## config.mk

```make
export PLATFORM = sky130hd
export DESIGN_NAME = hacd_core
export DESIGN_NICKNAME = d
export VERILOG_FILES = /design/src/hacd_pkg.sv /design/src/hawk_cpu_stall.sv /design/src/hawk_ctrl_unit.sv /design/src/hawk_tbl_init.sv /design/src/hawk_mem_mux.sv /design/src/hacd_core.sv
export SDC_FILE = /design/constraint.sdc
export NUM_CORES = 1
export LEC_CHECK = 0
export BUFFER_PORTS_ARGS = -buffer_cell sky130_fd_sc_hd__buf_2
export CORE_AREA = 2 2 138 140
export CTS_CLUSTER_DIAMETER = 80
export DETAILED_ROUTE_END_ITERATION = 16
export DIE_AREA = 0 0 140 142
export GPL_TIMING_DRIVEN = 1
export HOLD_SLACK_MARGIN = 0.03
export PLACE_DENSITY = 0.72
export SLEW_MARGIN = 25
export SYNTH_ARGS = -nofsm -noshare
export SYNTH_HDL_FRONTEND = slang
export SYNTH_SLANG_ARGS = --single-unit
```

## constraint.sdc

```tcl
create_clock -name clk_i -period 5.8 [get_ports clk_i]
set_input_delay 0 -clock clk_i [delete_from_list [all_inputs] [get_ports clk_i]]
set_output_delay 0 -clock clk_i [all_outputs]
set_load 0.02 [all_outputs]
```

## src/hacd_pkg.sv

```systemverilog
package hacd_pkg;

   //////////////////////////////////////////////////////////////////////
   // widths and address map
   //////////////////////////////////////////////////////////////////////

   localparam int unsigned ADDR_W     = 40;                   // memory side address bits
   localparam int unsigned DATA_W     = 64;                   // one beat
   localparam int unsigned LINE_BYTES = 64;                   // cacheline stride

   localparam logic [ADDR_W-1:0] DRAM_BASE = 40'h00_8000_0000; // cpu view of dram start
   localparam logic [ADDR_W-1:0] TBL_BASE  = 40'h00_0010_0000; // table region in memory

   localparam int unsigned TBL_LINES = 16;                    // lines zeroed at init
   localparam int unsigned TBL_CNT_W = $clog2(TBL_LINES + 1); // counts 0..TBL_LINES

   localparam int unsigned OWN_DEPTH = 4;                     // outstanding reqs tracked
   localparam int unsigned OWN_PTR_W = $clog2(OWN_DEPTH);     // owner fifo index
   localparam int unsigned OWN_CNT_W = $clog2(OWN_DEPTH + 1); // owner fifo fill level

   //////////////////////////////////////////////////////////////////////
   // request / response packets
   //////////////////////////////////////////////////////////////////////

   // single beat request, 106 bits
   typedef struct packed {
      logic              valid;                               // request present
      logic              we;                                  // 1 write, 0 read
      logic [ADDR_W-1:0] addr;
      logic [DATA_W-1:0] wdata;                               // ignored on reads
   } mem_req_t;

   // in-order response, 65 bits
   typedef struct packed {
      logic              valid;
      logic [DATA_W-1:0] rdata;                               // write ack carries junk
   } mem_rsp_t;

   // main control unit states
   typedef enum logic [1:0] {
      CU_IDLE   = 2'd0,                                       // just out of reset
      CU_INIT   = 2'd1,                                       // table sweep running
      CU_ACTIVE = 2'd2,                                       // tables built, cpu allowed
      CU_BYPASS = 2'd3                                        // hawk inactive
   } cu_state_e;

endpackage

```

## src/hawk_cpu_stall.sv

```systemverilog
`timescale 1ns/1ns

module hawk_cpu_stall import hacd_pkg::*; (
   input  logic     clk_i,
   input  logic     rst_n_i,
   input  logic     uart_boot_en_i,                  // cpu addresses already physical
   input  logic     allow_access_i,                  // from control unit
   input  mem_req_t cpu_req_i,
   output logic     cpu_ready_o,
   output mem_req_t cpu_fwd_o,                       // towards memory mux
   input  logic     cpu_fwd_ready_i
);

   logic              hold_vld_q;                    // holding reg occupied
   mem_req_t          hold_q;                        // captured request, rebased
   logic              fwd_take;                      // mux accepts held request
   logic              capture;                       // cpu request accepted here
   logic [ADDR_W-1:0] cpu_addr;                      // rebased cpu address

   //////////////////////////////////////////////////////////////////////
   // address rebase
   //////////////////////////////////////////////////////////////////////

   always_comb begin
      if (uart_boot_en_i) begin
         cpu_addr = cpu_req_i.addr;                  // uart boot, no offset
      end else begin
         cpu_addr = cpu_req_i.addr - DRAM_BASE;      // strip dram base
      end
   end

   //////////////////////////////////////////////////////////////////////
   // holding register
   //////////////////////////////////////////////////////////////////////

   assign fwd_take    = cpu_fwd_o.valid & cpu_fwd_ready_i;
   assign cpu_ready_o = ~hold_vld_q | fwd_take;      // empty, or draining this cycle
   assign capture     = cpu_req_i.valid & cpu_ready_o;

   always_ff @(posedge clk_i or negedge rst_n_i) begin
      if (!rst_n_i) begin
         hold_vld_q <= 1'b0;
      end else if (capture) begin
         hold_vld_q <= 1'b1;                         // refill even on same-cycle drain
      end else if (fwd_take) begin
         hold_vld_q <= 1'b0;
      end
   end

   always_ff @(posedge clk_i) begin
      if (capture) begin
         hold_q       <= cpu_req_i;
         hold_q.addr  <= cpu_addr;
         hold_q.valid <= 1'b1;
      end
   end

   // stall point, nothing reaches memory until access granted
   always_comb begin
      cpu_fwd_o       = hold_q;
      cpu_fwd_o.valid = hold_vld_q & allow_access_i;
   end

endmodule

```

## src/hawk_ctrl_unit.sv

```systemverilog
`timescale 1ns/1ns

module hawk_ctrl_unit import hacd_pkg::*; (
   input  logic      clk_i,
   input  logic      rst_n_i,
   input  logic      hawk_sw_inactive_i,            // software switch
   input  logic      hawk_reg_inactive_i,           // register switch
   input  logic      init_done_i,                   // table sweep finished
   output logic      init_start_o,                  // one cycle kick to table writer
   output logic      allow_access_o,                // releases cpu stall
   output cu_state_e cu_state_o
);

   cu_state_e state_q;
   cu_state_e state_d;
   logic      hawk_inactive;                        // either switch set
   logic      init_start_q;

   assign hawk_inactive = hawk_sw_inactive_i | hawk_reg_inactive_i;

   //////////////////////////////////////////////////////////////////////
   // next state
   //////////////////////////////////////////////////////////////////////

   always_comb begin
      state_d = state_q;
      case (state_q)
         CU_IDLE: begin
            if (hawk_inactive) begin
               state_d = CU_BYPASS;                 // skip table setup
            end else begin
               state_d = CU_INIT;
            end
         end
         CU_INIT: begin
            if (init_done_i) begin
               state_d = CU_ACTIVE;                 // tables ready
            end
         end
         default: begin
            state_d = state_q;                      // active and bypass are terminal
         end
      endcase
   end

   always_ff @(posedge clk_i or negedge rst_n_i) begin
      if (!rst_n_i) begin
         state_q      <= CU_IDLE;
         init_start_q <= 1'b0;
      end else begin
         state_q      <= state_d;
         init_start_q <= (state_q == CU_IDLE) & ~hawk_inactive; // first cycle of init
      end
   end

   assign init_start_o   = init_start_q;
   assign allow_access_o = (state_q == CU_ACTIVE) | (state_q == CU_BYPASS);
   assign cu_state_o     = state_q;

endmodule

```

## src/hawk_tbl_init.sv

```systemverilog
`timescale 1ns/1ns

module hawk_tbl_init import hacd_pkg::*; (
   input  logic     clk_i,
   input  logic     rst_n_i,
   input  logic     init_start_i,                   // pulse from control unit
   input  logic     tbl_ready_i,                    // mux took the write
   input  logic     tbl_rsp_valid_i,                // write ack routed back
   output mem_req_t tbl_req_o,
   output logic     init_done_o                     // sticky once sweep acked
);

   logic                 busy_q;                    // sweep in progress
   logic                 done_q;
   logic [TBL_CNT_W-1:0] iss_cnt_q;                 // writes issued
   logic [TBL_CNT_W-1:0] rsp_cnt_q;                 // acks received
   logic                 iss_left;                  // more writes to send
   logic                 last_rsp;                  // final ack this cycle

   assign iss_left = busy_q & (iss_cnt_q != TBL_CNT_W'(TBL_LINES));
   assign last_rsp = tbl_rsp_valid_i & (rsp_cnt_q == TBL_CNT_W'(TBL_LINES - 1));

   //////////////////////////////////////////////////////////////////////
   // issue and response counters
   //////////////////////////////////////////////////////////////////////

   always_ff @(posedge clk_i or negedge rst_n_i) begin
      if (!rst_n_i) begin
         busy_q    <= 1'b0;
         done_q    <= 1'b0;
         iss_cnt_q <= '0;
         rsp_cnt_q <= '0;
      end else if (init_start_i) begin
         busy_q    <= 1'b1;                         // fresh sweep
         done_q    <= 1'b0;
         iss_cnt_q <= '0;
         rsp_cnt_q <= '0;
      end else begin
         if (tbl_req_o.valid && tbl_ready_i) begin
            iss_cnt_q <= iss_cnt_q + 1'b1;          // next line
         end
         if (busy_q && tbl_rsp_valid_i) begin
            rsp_cnt_q <= rsp_cnt_q + 1'b1;
         end
         if (busy_q && last_rsp) begin
            busy_q <= 1'b0;
            done_q <= 1'b1;                         // rises cycle after last ack
         end
      end
   end

   // zero line write, held while mux is not ready
   always_comb begin
      tbl_req_o.valid = iss_left;
      tbl_req_o.we    = 1'b1;
      tbl_req_o.addr  = TBL_BASE + ADDR_W'(iss_cnt_q) * ADDR_W'(LINE_BYTES);
      tbl_req_o.wdata = '0;
   end

   assign init_done_o = done_q;

endmodule

```

## src/hawk_mem_mux.sv

```systemverilog
`timescale 1ns/1ns

module hawk_mem_mux import hacd_pkg::*; (
   input  logic     clk_i,
   input  logic     rst_n_i,
   input  mem_req_t tbl_req_i,                      // master 0, table writer
   input  mem_req_t cpu_req_i,                      // master 1, stalled cpu
   output logic     tbl_ready_o,
   output logic     cpu_ready_o,
   output mem_req_t mem_req_o,                      // to memory controller
   input  logic     mem_ready_i,
   input  mem_rsp_t mem_rsp_i,                      // in-order responses
   output logic     tbl_rsp_valid_o,
   output mem_rsp_t cpu_rsp_o
);

   logic                 own_mem [OWN_DEPTH];       // 1 = table writer owns
   logic [OWN_PTR_W-1:0] wr_ptr_q;
   logic [OWN_PTR_W-1:0] rd_ptr_q;
   logic [OWN_CNT_W-1:0] cnt_q;                     // outstanding requests
   logic                 own_full;
   logic                 tbl_sel;                   // table writer granted
   logic                 push;                      // memory transfer
   logic                 pop;                       // response arrives
   logic                 own_head;                  // owner of oldest request

   //////////////////////////////////////////////////////////////////////
   // request path, fixed priority
   //////////////////////////////////////////////////////////////////////

   assign own_full = (cnt_q == OWN_CNT_W'(OWN_DEPTH));
   assign tbl_sel  = tbl_req_i.valid;               // table writer wins when valid

   always_comb begin
      mem_req_o       = tbl_sel ? tbl_req_i : cpu_req_i;
      mem_req_o.valid = (tbl_req_i.valid | cpu_req_i.valid) & ~own_full; // no untracked req
   end

   assign tbl_ready_o = tbl_sel & mem_ready_i & ~own_full;
   assign cpu_ready_o = ~tbl_sel & mem_ready_i & ~own_full;

   //////////////////////////////////////////////////////////////////////
   // owner fifo
   //////////////////////////////////////////////////////////////////////

   assign push = mem_req_o.valid & mem_ready_i;
   assign pop  = mem_rsp_i.valid;

   always_ff @(posedge clk_i) begin
      if (push) begin
         own_mem[wr_ptr_q] <= tbl_sel;              // remember who issued
      end
   end

   always_ff @(posedge clk_i or negedge rst_n_i) begin
      if (!rst_n_i) begin
         wr_ptr_q <= '0;
         rd_ptr_q <= '0;
         cnt_q    <= '0;
      end else begin
         if (push) begin
            wr_ptr_q <= wr_ptr_q + 1'b1;            // depth is a power of two
         end
         if (pop) begin
            rd_ptr_q <= rd_ptr_q + 1'b1;
         end
         case ({push, pop})
            2'b10:   cnt_q <= cnt_q + 1'b1;
            2'b01:   cnt_q <= cnt_q - 1'b1;
            default: cnt_q <= cnt_q;                // both or neither
         endcase
      end
   end

   //////////////////////////////////////////////////////////////////////
   // response steering
   //////////////////////////////////////////////////////////////////////

   assign own_head = own_mem[rd_ptr_q];

   assign tbl_rsp_valid_o = pop & own_head;         // ack back to table writer

   always_comb begin
      cpu_rsp_o.valid = pop & ~own_head;
      cpu_rsp_o.rdata = mem_rsp_i.rdata;
   end

endmodule

```

## src/hacd_core.sv

```systemverilog
`timescale 1ns/1ns

module hacd_core import hacd_pkg::*; (
   input  logic      clk_i,
   input  logic      rst_n_i,
   input  logic      uart_boot_en_i,
   input  logic      hawk_sw_inactive_i,
   input  logic      hawk_reg_inactive_i,
   // cpu side
   input  mem_req_t  cpu_req_i,
   output logic      cpu_ready_o,
   output mem_rsp_t  cpu_rsp_o,
   // memory controller side
   output mem_req_t  mem_req_o,
   input  logic      mem_ready_i,
   input  mem_rsp_t  mem_rsp_i,
   // status
   output logic      init_done_o,
   output cu_state_e cu_state_o
);

   mem_req_t cpu_fwd;                               // released cpu request
   logic     cpu_fwd_ready;
   mem_req_t tbl_req;                               // zero line writes
   logic     tbl_ready;
   logic     tbl_rsp_valid;
   logic     init_start;
   logic     allow_access;

   //////////////////////////////////////////////////////////////////////
   // control and table setup
   //////////////////////////////////////////////////////////////////////

   hawk_ctrl_unit u_hawk_ctrl_unit (
      .clk_i               (clk_i),
      .rst_n_i             (rst_n_i),
      .hawk_sw_inactive_i  (hawk_sw_inactive_i),
      .hawk_reg_inactive_i (hawk_reg_inactive_i),
      .init_done_i         (init_done_o),           // same net as status output
      .init_start_o        (init_start),
      .allow_access_o      (allow_access),
      .cu_state_o          (cu_state_o)
   );

   hawk_tbl_init u_hawk_tbl_init (
      .clk_i           (clk_i),
      .rst_n_i         (rst_n_i),
      .init_start_i    (init_start),
      .tbl_ready_i     (tbl_ready),
      .tbl_rsp_valid_i (tbl_rsp_valid),
      .tbl_req_o       (tbl_req),
      .init_done_o     (init_done_o)
   );

   //////////////////////////////////////////////////////////////////////
   // cpu stall and memory port sharing
   //////////////////////////////////////////////////////////////////////

   hawk_cpu_stall u_hawk_cpu_stall (
      .clk_i           (clk_i),
      .rst_n_i         (rst_n_i),
      .uart_boot_en_i  (uart_boot_en_i),
      .allow_access_i  (allow_access),
      .cpu_req_i       (cpu_req_i),
      .cpu_ready_o     (cpu_ready_o),
      .cpu_fwd_o       (cpu_fwd),
      .cpu_fwd_ready_i (cpu_fwd_ready)
   );

   hawk_mem_mux u_hawk_mem_mux (
      .clk_i           (clk_i),
      .rst_n_i         (rst_n_i),
      .tbl_req_i       (tbl_req),
      .cpu_req_i       (cpu_fwd),
      .tbl_ready_o     (tbl_ready),
      .cpu_ready_o     (cpu_fwd_ready),
      .mem_req_o       (mem_req_o),
      .mem_ready_i     (mem_ready_i),
      .mem_rsp_i       (mem_rsp_i),
      .tbl_rsp_valid_o (tbl_rsp_valid),
      .cpu_rsp_o       (cpu_rsp_o)
   );

endmodule

```

==> results of run 1 <==
==> through the flow <==
stage	utilization	hold slack [ns]	instances
2_1_floorplan	-	-0.296	439
3_3_place_gp	0.369	0.000161	821
3_5_place_dp	0.369	0.000161	821
==> cell families after synthesis <==
| kind of cell | after synthesis |
|---|---|
| XOR/XNOR | 18 |
| AO/OA/AOI/OAI | 20 |
| adder cells (fa/ha/maj) | 11 |
| multiplexers | 8 |
| buffers and inverters | 94 |
| AND/OR/NAND/NOR | 156 |
| flip-flops | 132 |
==> impl_metrics.yaml, run 1 <==
synth:
  yosysMostFrequentCell: "edfxtp_1"
  synth_area_um2: 5910
  synth_common_cells: "edfxtp_1 (109), and2_1 (104), buf_4 (65), dfrtp_1 (23), inv_1 (15)"
  syn_nets: 627
  syn_inst: 439
  synth_top_flop_cell: "edfxtp_1"
  synthTopCellsByArea: "edfxtp_1 (55%), and2_1 (11%), dfrtp_1 (9.7%), buf_4 (8.3%), ha_1 (2.1%)"
  async_flop_share: 0.174
  synth_xor_area_frac: 0.0267
  synth-compound-area-share: 0.0279
  ys_ff_latch: 132
  ys_warn_count: 0
  synthMuxAreaShare: 0.0142
  synth_fa_ha_area_frac: 0.0246
  synth_edf_count: 109
  yosysUniqueCellTypes: 42
  synth_seq_area_share: 0.651
  synth_top_family_by_area: "simple AND/OR/NAND/NOR gates"
  synth-simple-area-share: 0.154
  syn_avg_cell_area_um2: 13.5
  synth.top_cell.area_share: 0.554
  yosys.area.top_type: "edfxtp_1"
placed_design:
  dp_hpwl_mm: 11.1
  post_dp_cell_area_um2: 6800
  gp_congestion: 0.720
  dp_slack_ns: 2.70
  portBuffers: 223
cts:
  cts_made_buffers: 17
  hold_buffers: 171
  cts_root_buffer: "clkbuf_16"
  clock_path_buffers: 2
  cts_resized: 0
  h-tree-depth: 4
  clock-sinks: 132
  cts_setup_buffers: 0
floorplan:
  io_pins: 352
  rows: 50
  die_y_um: 142
  fp.dieW_um: 140
  start_util: 0.320
status:
  outcome: "did not finish"
  haltStage: "4_1_cts"
  tool.error: "[ERROR RSZ-0060] Max buffer count reached."
==> inputs of run 2 (changes only) <==
CORE_AREA = 2 2 136 138   (was 2 2 138 140)
CTS_CLUSTER_DIAMETER = unset   (was 80)
DIE_AREA = 0 0 138 140   (was 0 0 140 142)
HOLD_SLACK_MARGIN = unset   (was 0.03)
PLACE_DENSITY = unset   (was 0.72)
PLACE_DENSITY_LB_ADDON = 0.15   (was unset)
==> run 2 against run 1 <==
Net effect: the run now ends clean; synthesized area did not move; synthesized cell count unchanged.
==> impl_metrics.yaml, run 2 <==
hold_path:
  hold_path.class: "input port to output port"
routing:
  vias_per_cell: 4.35
  routed_wl_mm: 15.2
  ant_nets: 0
  drt-wirelength-per-cell_um: 15.8
  vias: 4186
  drt_iter0_drc: 135
  drtPass1Iterations: 4
  drc: 0
synth:
  synth_top_flop_cell: "edfxtp_1"
  synthTopCellsByArea: "edfxtp_1 (55%), and2_1 (11%), dfrtp_1 (9.7%), buf_4 (8.3%), ha_1 (2.1%)"
  synth_common_cells: "edfxtp_1 (109), and2_1 (104), buf_4 (65), dfrtp_1 (23), inv_1 (15)"
  yosysMostFrequentCell: "edfxtp_1"
  syn_avg_cell_area_um2: 13.5
  synth_seq_area_share: 0.651
  synth_edf_count: 109
  synth_area_um2: 5910
  ys_warn_count: 0
  syn_nets: 627
  ys_ff_latch: 132
  async_flop_share: 0.174
  syn_inst: 439
  yosys.area.top_type: "edfxtp_1"
  yosysUniqueCellTypes: 42
  synth.top_cell.area_share: 0.554
floorplan:
  io_pins: 352
  fp.dieW_um: 138
  start_util: 0.332
  fp.coreArea_um2: 17800
  die_y_um: 140
  dieArea_um2: 19300
  rows: 49
sta:
  setup_viol: 0
  finalMaxSlewViolations: 0
  setup_ws_ns: 2.76
  max_freq_mhz: 329
  finalCritPeriodShare: 0.524
  slew_headroom: 0.387
  setup_tns_ns: 0
  rsz0062_at_grt: "no"
  hold_viol: 0
  skew_ns: 0.0129
  finalCriticalPeriod_ns: 3.04
  worstMarginPinSlew_ns: 0.919
cts:
  cts_setup_buffers: 0
  cts_tree: "done"
  h-tree-depth: 4
  clock-sinks: 132
  cts_made_buffers: 17
  cts_root_buffer: "clkbuf_16"
  clock_latency_ns: 0.42
  clock_path_buffers: 2
  cts_resized: 0
  clk_pin_slew_ns: 0.06
status:
  outcome: "completed"
worst_setup_path:
  start_kind: "register"
  r2r_end: "u_hawk_cpu_stall.cpu_fwd_o[0]$_DFFE_PP_"
  crit_cells: 8
  crit_start: "u_hawk_tbl_init.iss_cnt_q[0]$_DFFE_PN0P_"
  slowest_stage: "buf_4"
  crit_fanout: 54
  timing.rr.start: "u_hawk_tbl_init.iss_cnt_q[0]$_DFFE_PN0P_"
  critPathTopFamily: "buffers and inverters"
  crit_required_ns: 5.84
  critPathCapture: "u_hawk_cpu_stall.cpu_fwd_o[0]$_DFFE_PP_"
  ff2ff_setup_slack_ns: 2.76
  cp-end-kind: "register"
  worstPathArrival_ns: 3.08
  crit_chain: "inv_1, ha_1, nand2_1, o21ai_4, inv_2, o31ai_4, and2_4, buf_4"
  path_class: "register to register"
  path_buf_inv: 3
  slowest_delay_ns: 0.68
  reg2regPathDepth: 8
global_route:
  grt_start_max_net_pins: 109
  grt_pass1_vias: 4506
  globalRouteTotalUtil: 0.158
  antenna_found_initial: 0
  overflow: 0
  grt_pass1_wl_mm: 23.7
cells_and_area:
  register_area_um2: 3850
  fin_util: 0.483
  largest_reg_flops: 105
  antennaDiodeCount: 0
  final_cell_mix: "buf_2 (223), dlygate4sd3_1 (115), edfxtp_1 (109)"
  stdcell_area_um2: 8590
  final_common_cell: "buf_2"
  fin_nets: 908
  multiInputGateArea_um2: 1460
  area_growth_pct: 45.4
  fill_cells: 1592
  drive_above_1_share: 0.363
placed_design:
  dp_slack_ns: 2.68
  dp_hpwl_mm: 10.3
  post_dp_cell_area_um2: 6790
  portBuffers: 223
  gp_congestion: 0.764
power_and_ir_drop:
  leakage_nw: 3.71
  power_density_nw_per_um2: 377
  ir_worst_vdd_mv: 0.202
job:
  cap_violations: 0
run 2: cell counts after synthesis:
No cell type changed its count.
run 2: area by class of cell:
class                   count  share of cell area
flip-flops and latches    132               0.448
multi-input cells         213               0.170
inverters                  16             0.00699
repair buffers            340               0.266
clock buffers              18              0.0499
well taps                 229              0.0333
clock inverters            14              0.0264
run 2: worst min path at each step:
stage                                         endpoint  depth (start not counted)          start  slack [ns]
2_1_floorplan  u_hawk_cpu_stall.hold_vld_q$_DFFE_PN0P_                          0        rst_n_i       -0.30
3_3_place_gp                             cpu_rsp_o[14]                          0  mem_rsp_i[14]      0.0001
3_5_place_dp                             cpu_rsp_o[14]                          0  mem_rsp_i[14]      0.0001
4_1_cts                                  cpu_rsp_o[14]                          0  mem_rsp_i[14]      0.0001
5_1_grt                                  cpu_rsp_o[32]                          0  mem_rsp_i[32]     0.00003
6_report                                 cpu_rsp_o[52]                          0  mem_rsp_i[52]    0.000008
run 2: power breakdown:
group	switching, mW	internal, mW	leakage (nW)
Clock	0.417	0.769	0.312
Combinational	0.447	0.320	2.10
Sequential	0.0803	1.21	1.29
Total	0.945	2.30	3.71
run 2: per-stage QoR:
step           total power [mW]  hold slack (ns)  instances
2_1_floorplan              1.83           -0.296        439
3_3_place_gp               2.00         0.000149        815
3_5_place_dp               2.02         0.000149        815
4_1_cts                    3.28         0.000149        962
5_1_grt                    3.41        0.0000255        962
6_report                   3.24       0.00000778        962
run 2: timing repair:
action / in CTS / in global routing
setup endpoints to repair: 0 / 0
hold buffers: 115 / 0
hold endpoints to repair: 133 / 0
run 2: layer usage:
metal,part of all wire,vias to the layer above,track usage
met1,0.36,1944,0.166
met3,0.096,43,0.0677
met2,0.52,213,0.273
met4,0.024,0,0.0784
li1,-,1986,-
met5,0,-,0
run 2: cells by family after synthesis:
group	share of synthesized area
AOI/OAI and AO/OA	0.0280
and+or+nand+nor	0.154
DFF	0.651
buffers and inverters	0.102
muxes	0.0142
adders and majority gates	0.0246
xor gates and xnor gates	0.0267
Note: power is estimated with default switching activity, not from simulation.
